File: config.mk
export PLATFORM = sky130hd
export DESIGN_NAME = flash_subsystem
export DESIGN_NICKNAME = d
export VERILOG_FILES = /design/src/source/flash_pkg.sv /design/src/source/flash_read_if.sv /design/src/source/boot_copier.sv /design/src/source/flash_arbiter.sv /design/src/source/flash_pin_adapter.sv /design/src/source/flash_subsystem.sv /design/src/source/qspi_reader.sv
export SDC_FILE = /design/constraint.sdc
export NUM_CORES = 1
export LEC_CHECK = 0
export ABC_CLOCK_PERIOD_IN_PS = 6300
export BUFFER_PORTS_ARGS = -buffer_cell sky130_fd_sc_hd__buf_2
export CAP_MARGIN = 10
export CORE_AREA = 2 2 140 129
export DETAILED_ROUTE_END_ITERATION = 12
export DIE_AREA = 0 0 142 131
export PLACE_DENSITY_LB_ADDON = 0.05
export SLEW_MARGIN = 20
export SYNTH_ARGS = -nofsm -noshare
export SYNTH_HDL_FRONTEND = slang
export SYNTH_HIERARCHICAL = 1
export SYNTH_SLANG_ARGS = --single-unit
File: constraint.sdc
create_clock -name clk_2x -period 6.3 [get_ports clk_2x]
set_input_delay 0 -clock clk_2x [delete_from_list [all_inputs] [get_ports clk_2x]]
set_output_delay 0 -clock clk_2x [all_outputs]
set_load 0.02 [all_outputs]
File: src/source/flash_pkg.sv
// ==================================================================
// Shared definitions of the quad-SPI flash read path
// Word and address widths, boot block constants, the flash command
// opcode and the state encodings of the reader, arbiter and copier
// ==================================================================

package flash_pkg;

    // Data words handed to clients, and word addresses into the flash
    localparam int word_width = 32;
    localparam int addr_width = 22;

    // The boot block starts at this word and spans boot_words words
    localparam logic [addr_width-1:0] boot_base = 64;
    localparam int boot_words = 16;

    // Program RAM is addressed by word
    localparam int ram_addr_width = 8;

    // Serial clocks between the address and the first data nibble
    localparam int dummy_cycles = 8;

    // Only the quad output fast read is ever issued
    typedef enum logic [7:0] {
        cmd_quad_read = 8'h6B
    } flash_cmd_e;

    typedef enum logic [2:0] {
        rd_idle, rd_command, rd_address, rd_dummy, rd_data, rd_finish
    } reader_state_e;

    typedef enum logic [1:0] {
        arb_idle, arb_busy_boot, arb_busy_host, arb_release
    } arb_state_e;

    typedef enum logic [1:0] {
        cp_idle, cp_request, cp_wait_release, cp_done
    } copier_state_e;

endpackage

File: src/source/flash_read_if.sv
// ==================================================================
// Four-phase word read interface between flash clients and servers
// Client modport drives req and addr, server drives ack and data
// ==================================================================

`timescale 1ns/1ps

interface flash_read_if;
    import flash_pkg::*;

    // Request from the client, held until ack is seen
    logic req;
    // Answer from the server, held until req is seen low
    logic ack;
    // Word address, stable for as long as req is high
    logic [addr_width-1:0] addr;
    // Returned word, valid for as long as ack is high
    logic [word_width-1:0] data;

    modport client (
        output req, addr,
        input  ack, data
    );

    modport server (
        input  req, addr,
        output ack, data
    );

endinterface

File: src/source/boot_copier.sv
// ==================================================================
// Boot copier
// Reads the boot block word by word over the read bus, writes each
// word into program RAM and flags completion
// ==================================================================

`timescale 1ns/1ps

module boot_copier (
    input  logic clk_2x,
    input  logic reset,
    input  logic boot_start,
    flash_read_if.client bus,
    output logic ram_we,
    output logic [flash_pkg::ram_addr_width-1:0] ram_addr,
    output logic [flash_pkg::word_width-1:0] ram_wdata,
    output logic boot_done
);
    import flash_pkg::*;

    copier_state_e state;
    logic req_q;
    // Word index within the boot block, doubles as the RAM address
    logic [ram_addr_width-1:0] index_q;

    assign bus.req = req_q;
    assign bus.addr = boot_base + addr_width'(index_q);

    always_ff @(posedge clk_2x) begin
        if (reset) begin
            state <= cp_idle;
            req_q <= 1'b0;
            index_q <= '0;
            ram_we <= 1'b0;
            boot_done <= 1'b0;
        end else begin
            // Write strobe lasts a single cycle
            ram_we <= 1'b0;
            case (state)
                cp_idle: begin
                    if (boot_start) begin
                        index_q <= '0;
                        req_q <= 1'b1;
                        state <= cp_request;
                    end
                end
                cp_request: begin
                    if (bus.ack) begin
                        req_q <= 1'b0;
                        ram_we <= 1'b1;
                        state <= cp_wait_release;
                    end
                end
                cp_wait_release: begin
                    // Next request only once the previous handshake is closed
                    if (!bus.ack) begin
                        if (index_q == ram_addr_width'(boot_words - 1)) begin
                            boot_done <= 1'b1;
                            state <= cp_done;
                        end else begin
                            index_q <= index_q + 1'b1;
                            req_q <= 1'b1;
                            state <= cp_request;
                        end
                    end
                end
                default: begin
                end
            endcase
        end
    end

    // RAM payload is taken while ack is high and data is valid
    always_ff @(posedge clk_2x) begin
        if (state == cp_request && bus.ack) begin
            ram_addr <= index_q;
            ram_wdata <= bus.data;
        end
    end

    a_no_write_after_done: assert property (@(posedge clk_2x) disable iff (reset)
        boot_done |-> !$rose(ram_we));

endmodule

File: src/source/flash_arbiter.sv
// ==================================================================
// Two-client arbiter in front of the single flash reader
// Alternating priority, grant held for a full four-phase handshake
// ==================================================================

`timescale 1ns/1ps

module flash_arbiter (
    input  logic clk_2x,
    input  logic reset,
    flash_read_if.server boot,
    flash_read_if.server host,
    flash_read_if.client reader
);
    import flash_pkg::*;

    arb_state_e state;
    logic last_host;
    logic reader_req_q;
    logic boot_ack_q;
    logic host_ack_q;
    logic [addr_width-1:0] addr_q;
    logic [word_width-1:0] data_q;
    logic grant_boot;
    logic grant_host;

    // The client granted last time has the lower priority on a tie
    assign grant_boot = boot.req && (!host.req || last_host);
    assign grant_host = host.req && !grant_boot;

    assign reader.req = reader_req_q;
    assign reader.addr = addr_q;
    assign boot.ack = boot_ack_q;
    assign host.ack = host_ack_q;
    // Both clients see the same word; only the one with ack reads it
    assign boot.data = data_q;
    assign host.data = data_q;

    always_ff @(posedge clk_2x) begin
        if (reset) begin
            state <= arb_idle;
            last_host <= 1'b0;
            reader_req_q <= 1'b0;
            boot_ack_q <= 1'b0;
            host_ack_q <= 1'b0;
        end else begin
            case (state)
                arb_idle: begin
                    if (grant_boot) begin
                        reader_req_q <= 1'b1;
                        last_host <= 1'b0;
                        state <= arb_busy_boot;
                    end else if (grant_host) begin
                        reader_req_q <= 1'b1;
                        last_host <= 1'b1;
                        state <= arb_busy_host;
                    end
                end
                arb_busy_boot: begin
                    boot_ack_q <= reader.ack;
                    // Client has seen ack and let go, so close the reader side
                    if (boot_ack_q && !boot.req) begin
                        reader_req_q <= 1'b0;
                        state <= arb_release;
                    end
                end
                arb_busy_host: begin
                    host_ack_q <= reader.ack;
                    if (host_ack_q && !host.req) begin
                        reader_req_q <= 1'b0;
                        state <= arb_release;
                    end
                end
                default: begin
                    // Ack falls towards the granted client one cycle after the reader
                    boot_ack_q <= reader.ack && !last_host;
                    host_ack_q <= reader.ack && last_host;
                    if (!reader.ack) begin
                        state <= arb_idle;
                    end
                end
            endcase
        end
    end

    // Address is captured on grant, data whenever the reader presents it
    always_ff @(posedge clk_2x) begin
        if (state == arb_idle) begin
            addr_q <= grant_host ? host.addr : boot.addr;
        end
        if (reader.ack) begin
            data_q <= reader.data;
        end
    end

    a_single_ack: assert property (@(posedge clk_2x) disable iff (reset)
        !(boot.ack && host.ack));

    a_req_after_ack: assert property (@(posedge clk_2x) disable iff (reset)
        $rose(reader.req) |-> !reader.ack);

endmodule

File: src/source/flash_pin_adapter.sv
// ==================================================================
// Flash pad stage
// Registers chip select, data and enables out, flash data in, and
// builds the DDR clock pair for the pad logic
// ==================================================================

`timescale 1ns/1ps

module flash_pin_adapter (
    input  logic clk_2x,
    input  logic reset,
    input  logic csn,
    input  logic [3:0] io_out,
    input  logic [3:0] io_en,
    input  logic sck_run,
    output logic [3:0] io_in,
    output logic [1:0] flash_clk_ddr,
    output logic flash_csn,
    output logic [3:0] flash_in_en,
    output logic [3:0] flash_in,
    input  logic [3:0] flash_out
);

    // Control pins come out of reset as an idle, deselected bus
    always_ff @(posedge clk_2x) begin
        if (reset) begin
            flash_csn <= 1'b1;
            flash_in_en <= 4'b0000;
            flash_clk_ddr <= 2'b00;
        end else begin
            flash_csn <= csn;
            flash_in_en <= io_en;
            // High half only, giving one serial clock per clk_2x cycle
            // with the rising edge at the start of the cycle
            flash_clk_ddr <= {1'b0, sck_run};
        end
    end

    // Data lines in both directions, one register stage each
    always_ff @(posedge clk_2x) begin
        flash_in <= io_out;
        io_in <= flash_out;
    end

endmodule

File: src/source/flash_subsystem.sv
// ==================================================================
// Flash read subsystem top level
// Boot copier and host port share one quad-SPI reader through the
// arbiter, with the pad stage on the flash side
// ==================================================================

`timescale 1ns/1ps

module flash_subsystem (
    input  logic clk_2x,
    input  logic reset,
    input  logic boot_start,
    input  logic host_req,
    input  logic [flash_pkg::addr_width-1:0] host_addr,
    output logic host_ack,
    output logic [flash_pkg::word_width-1:0] host_data,
    output logic ram_we,
    output logic [flash_pkg::ram_addr_width-1:0] ram_addr,
    output logic [flash_pkg::word_width-1:0] ram_wdata,
    output logic boot_done,
    output logic [1:0] flash_clk_ddr,
    output logic flash_csn,
    output logic [3:0] flash_in_en,
    output logic [3:0] flash_in,
    input  logic [3:0] flash_out
);

    flash_read_if boot_bus ();
    flash_read_if host_bus ();
    flash_read_if reader_bus ();

    // Pad values between the reader and the pad stage
    logic csn;
    logic [3:0] io_out;
    logic [3:0] io_en;
    logic sck_run;
    logic [3:0] io_in;

    // Host port acts as the client side of host_bus
    assign host_bus.req = host_req;
    assign host_bus.addr = host_addr;
    assign host_ack = host_bus.ack;
    assign host_data = host_bus.data;

    boot_copier copier_i (.clk_2x(clk_2x), .reset(reset), .boot_start(boot_start),
        .bus(boot_bus.client), .ram_we(ram_we), .ram_addr(ram_addr),
        .ram_wdata(ram_wdata), .boot_done(boot_done));

    flash_arbiter arbiter_i (.clk_2x(clk_2x), .reset(reset), .boot(boot_bus.server),
        .host(host_bus.server), .reader(reader_bus.client));

    qspi_reader reader_i (.clk_2x(clk_2x), .reset(reset), .bus(reader_bus.server),
        .csn(csn), .io_out(io_out), .io_en(io_en), .sck_run(sck_run), .io_in(io_in));

    flash_pin_adapter pins_i (.clk_2x(clk_2x), .reset(reset), .csn(csn),
        .io_out(io_out), .io_en(io_en), .sck_run(sck_run), .io_in(io_in),
        .flash_clk_ddr(flash_clk_ddr), .flash_csn(flash_csn),
        .flash_in_en(flash_in_en), .flash_in(flash_in), .flash_out(flash_out));

endmodule

File: src/source/qspi_reader.sv
// ==================================================================
// Quad-SPI fast read engine
// Sends opcode and byte address on io0, waits out the dummy clocks,
// gathers eight nibbles into a word and answers on the read bus
// ==================================================================

`timescale 1ns/1ps

module qspi_reader (
    input  logic clk_2x,
    input  logic reset,
    flash_read_if.server bus,
    output logic csn,
    output logic [3:0] io_out,
    output logic [3:0] io_en,
    output logic sck_run,
    input  logic [3:0] io_in
);
    import flash_pkg::*;

    reader_state_e state;
    logic [4:0] bit_cnt;
    logic ack_q;
    logic [7:0] cmd_bits;
    // Byte address on the flash is the word address times four
    logic [addr_width+1:0] byte_addr;
    logic [word_width-1:0] shift_q;
    // Data clock markers delayed to line up with the pad registers
    logic sample_d1;
    logic sample_d2;

    assign cmd_bits = cmd_quad_read;

    // Nibbles arrive high first, so byte 0 lands in the top of shift_q
    // The word is little-endian, hence the byte swap on the way out
    assign bus.data = {shift_q[7:0], shift_q[15:8], shift_q[23:16], shift_q[31:24]};
    assign bus.ack = ack_q;

    // Pad values follow straight from the state and the bit counter
    always_comb begin
        csn = 1'b1;
        io_out = 4'b0000;
        io_en = 4'b0000;
        sck_run = 1'b0;
        case (state)
            rd_command: begin
                csn = 1'b0;
                sck_run = 1'b1;
                io_en = 4'b0001;
                io_out = {3'b000, cmd_bits[bit_cnt[2:0]]};
            end
            rd_address: begin
                csn = 1'b0;
                sck_run = 1'b1;
                io_en = 4'b0001;
                io_out = {3'b000, byte_addr[bit_cnt]};
            end
            // Flash owns the data lines from here on
            rd_dummy, rd_data: begin
                csn = 1'b0;
                sck_run = 1'b1;
            end
            default: begin
            end
        endcase
    end

    always_ff @(posedge clk_2x) begin
        if (reset) begin
            state <= rd_idle;
            bit_cnt <= 5'd0;
            ack_q <= 1'b0;
            sample_d1 <= 1'b0;
            sample_d2 <= 1'b0;
        end else begin
            sample_d1 <= (state == rd_data);
            sample_d2 <= sample_d1;
            case (state)
                rd_idle: begin
                    if (bus.req) begin
                        bit_cnt <= 5'd7;
                        state <= rd_command;
                    end
                end
                rd_command: begin
                    if (bit_cnt == 5'd0) begin
                        // Address goes out most significant bit first
                        bit_cnt <= 5'(addr_width + 1);
                        state <= rd_address;
                    end else begin
                        bit_cnt <= bit_cnt - 5'd1;
                    end
                end
                rd_address: begin
                    if (bit_cnt == 5'd0) begin
                        bit_cnt <= 5'(dummy_cycles - 1);
                        state <= rd_dummy;
                    end else begin
                        bit_cnt <= bit_cnt - 5'd1;
                    end
                end
                rd_dummy: begin
                    if (bit_cnt == 5'd0) begin
                        bit_cnt <= 5'd7;
                        state <= rd_data;
                    end else begin
                        bit_cnt <= bit_cnt - 5'd1;
                    end
                end
                rd_data: begin
                    if (bit_cnt == 5'd0) begin
                        state <= rd_finish;
                    end else begin
                        bit_cnt <= bit_cnt - 5'd1;
                    end
                end
                default: begin
                    // Last nibble is taken on this edge, so the word is whole
                    if (sample_d2 && !sample_d1) begin
                        ack_q <= 1'b1;
                    end else if (ack_q && !bus.req) begin
                        ack_q <= 1'b0;
                        state <= rd_idle;
                    end
                end
            endcase
        end
    end

    always_ff @(posedge clk_2x) begin
        if (state == rd_idle && bus.req) begin
            byte_addr <= {bus.addr, 2'b00};
        end
        if (sample_d2) begin
            shift_q <= {shift_q[word_width-5:0], io_in};
        end
    end

    a_no_drive_deselected: assert property (@(posedge clk_2x) disable iff (reset)
        csn |-> (io_en == 4'b0000));

    a_addr_stable: assert property (@(posedge clk_2x) disable iff (reset)
        (bus.req && $past(bus.req)) |-> $stable(bus.addr));

endmodule

==> metrics <==
Worst Skew=0.0103 ns; max-slew violations=0; grt ovf=0; Tcrit/Tclk final=39.7%; total negative setup slack=0 ns; WL final=12.1 mm; H-tree depth=4; Leak=3.30 nW; GP Congestion=0.794; first-pass GRT wire length=18.9 mm; post-route ant nets=0; ant diodes=0; io pins=116; Seq/Total Area, Yosys=70.6%; Initial DRC Count=195; Worst Setup End Kind=flip-flop; async set or reset register ratio after synthesis=0%; WS Path Type=reg2reg; Post-Synthesis Cells=484; relative slew slack=29.8%; Design Area, Final=8840 um2; Clock Tree Buf Depth=2; post-cts sizing count=0; share of layout cells above drive strength 1=31.7%; CTS tree=yes; Yosys top cell by area=edfxtp_1; minimum clock period=2.50 ns; status=complete, no violations; CTS root buf=clkbuf_16; Remaining DRCs=0; EDFF count, synth=148; share of the synthesized area in the top cell type=58.7%; synthesized cell area=7570 um2; Post-CTS Hold Buffers=27; die area=18600 um2; Synth Warn #=6; PwrDens=380 nW/um2; vias after detailed routing=3931; largest net degree at the start of global routing=42; DP HPWL=7.79 mm; Yosys cell types=67; RSZ-0062 raised after global routing=no; Tot GR Track Use=13.3%; Skew-Pair Late Insertion Delay=0.42 ns; post-DR wirelength/cell=14.8 um; I/O Buffers=114; Final Setup Violations=0; CTS clock-pin slew for the worst setup and hold paths=0.07 ns; via/cell ratio=4.80; nets@finish=636; CTS buffer count=17; # Post-CTS Setup Buffers=0; register bit total from synthesis=193; Hold Crit Class=in2reg; Max Cap Viol=0; initial antenna violation count=0; Placement Rows=46; maximum vdd ir drop=0.230 mV; die width=142 um; synth-to-layout area growth=16.8%; Slew @ Worst Pin=1.05 ns; Area after DPL=7960 um2; main flop type after synthesis=edfxtp_1; CP arrival=2.84 ns; number of global-route vias before repair=3738; Synth area leaders=edfxtp_1 59%, dfxtp_1 12%, buf_4 6.1%; Die Ht=131 um; DR pass1 iterations=4; Std-Cell Core Area=17200 um2; Avg Cell Area, Syn=15.6 um2; Req. time, crit path=6.64 ns; CTS Sinks=193; crit start category=flip-flop; crit-path max FO=11; f_max=400 MHz; Final Hold Fails=0; Initial Utilization=44.0%
-- where the power goes --
| part | internal [mW] | switching (mW) | total (mW) |
|---|---|---|---|
| clock | 0.544 | 0.510 | 1.05 |
| sequential | 1.58 | 0.118 | 1.70 |
| combinational | 0.268 | 0.337 | 0.605 |
| total | 2.39 | 0.964 | 3.36 |
-- placed cells by master (no fill, tap or decap), types with 6 or more instances in the layout --
master / count
mux2i_1: 7
dlygate4sd3_1: 27
mux2_2: 25
ha_1: 15
a21oi_1: 17
nor2_1: 14
o21ai_0: 11
dfxtp_1: 43
buf_2: 114
conb_1: 20
clkbuf_16: 17
nand2_1: 9
edfxtp_1: 148
nor3_1: 7
inv_1: 15
nand2b_1: 6
-- layout make-up --
type / count / area [um2]
clock buffer: 18 / 439
clock inverter: 14 / 165
fill: 1462 / 8370
inverter: 15 / 56.3
multi-input combinational: 222 / 1720
sequential: 193 / 5350
tap: 216 / 270
timing repair buffer: 141 / 841
-- state kept, by name, indices dropped and copies added (netlist names), 2 cells and up, named ones only --
register / count
copier_i/ram_addr: 8
copier_i/index_q: 8
arbiter_i/boot.data: 32
reader_i/shift_q: 32
pins_i/io_in: 4
arbiter_i/reader.addr: 22
arbiter_i/state: 2
reader_i/bit_cnt: 5
reader_i/byte_addr: 22
copier_i/state: 2
copier_i/ram_wdata: 32
pins_i/flash_in_en: 4
reader_i/state: 3
pins_i/flash_in: 4
-- final timing paths --
path                        from             endpoint  slack (ns)  cells past startpoint
min                   boot_start  copier_i/index_q[5]        0.09                      4
max reg2reg  reader_i/bit_cnt[0]            flip-flop        3.80                      8
min reg2reg      pins_i/io_in[0]  reader_i/shift_q[0]        0.41                      0
max          reader_i/bit_cnt[0]            flip-flop        3.80                      8
-- synthesized netlist by cell type (3+ instances only) --
| cell | instances |
|---|---|
| o21ai_0 | 11 |
| buf_6 | 3 |
| nor3_1 | 7 |
| ha_1 | 16 |
| nand3_1 | 5 |
| a21oi_1 | 17 |
| a311oi_1 | 3 |
| mux4_1 | 3 |
| xnor2_1 | 3 |
| nor2_1 | 14 |
| clkbuf_1 | 3 |
| o31ai_1 | 4 |
| inv_1 | 15 |
| or3_1 | 5 |
| edfxtp_1 | 148 |
| mux2_2 | 25 |
| or4_1 | 4 |
| buf_4 | 61 |
| nand2b_1 | 6 |
| dfxtp_1 | 45 |
| nand2_1 | 9 |
| mux2i_1 | 7 |
| buf_2 | 3 |
| and2_1 | 3 |
| nor2b_1 | 5 |
| conb_1 | 3 |
| and2b_2 | 5 |
-- logic make-up after synthesis --
group | synth area share, %
buf+inv | 7.64
other cells | 0.149
compound gates | 5.80
simple gates | 6.94
mux | 5.84
fa+ha+maj | 2.65
flops | 70.6
xor+xnor | 0.347
-- through the flow --
stage / hold WS, ns / setup slack (ns) / util, % / instances / total power [mW]
final: 0.0913 / 3.80 / 51.4 / 819 / 3.36
after global routing: 0.105 / 3.57 / 51.4 / 819 / 3.53
after CTS: 0.0706 / 3.79 / 51.3 / 819 / 3.40
after detailed placement: 0.104 / 3.86 / 46.3 / 760 / 2.32
after global placement: 0.103 / 3.87 / 46.2 / 760 / 2.30
after floorplan: 0.0277 / 4.16 / - / 501 / 2.19
-- routing by layer --
metal  wire length [um]  part of all wire, %  global-route usage (%)
met1               5830                   48                    17.9
met2               5660                   47                    20.6
met3                535                  4.4                    3.72
met4                101                 0.83                    5.29
met5                  0                    0                       0
-- critical path, cell delays in order (launching register included) --
cell and delay (ns):
dfxtp_1 0.46, inv_1 0.19, ha_1 0.19, nor4b_1 0.45
nor2_1 0.20, mux2_2 0.32, or2_1 0.22, ha_1 0.27
mux2i_1 0.13
No activity file was read; power rests on OpenSTA's default activity.
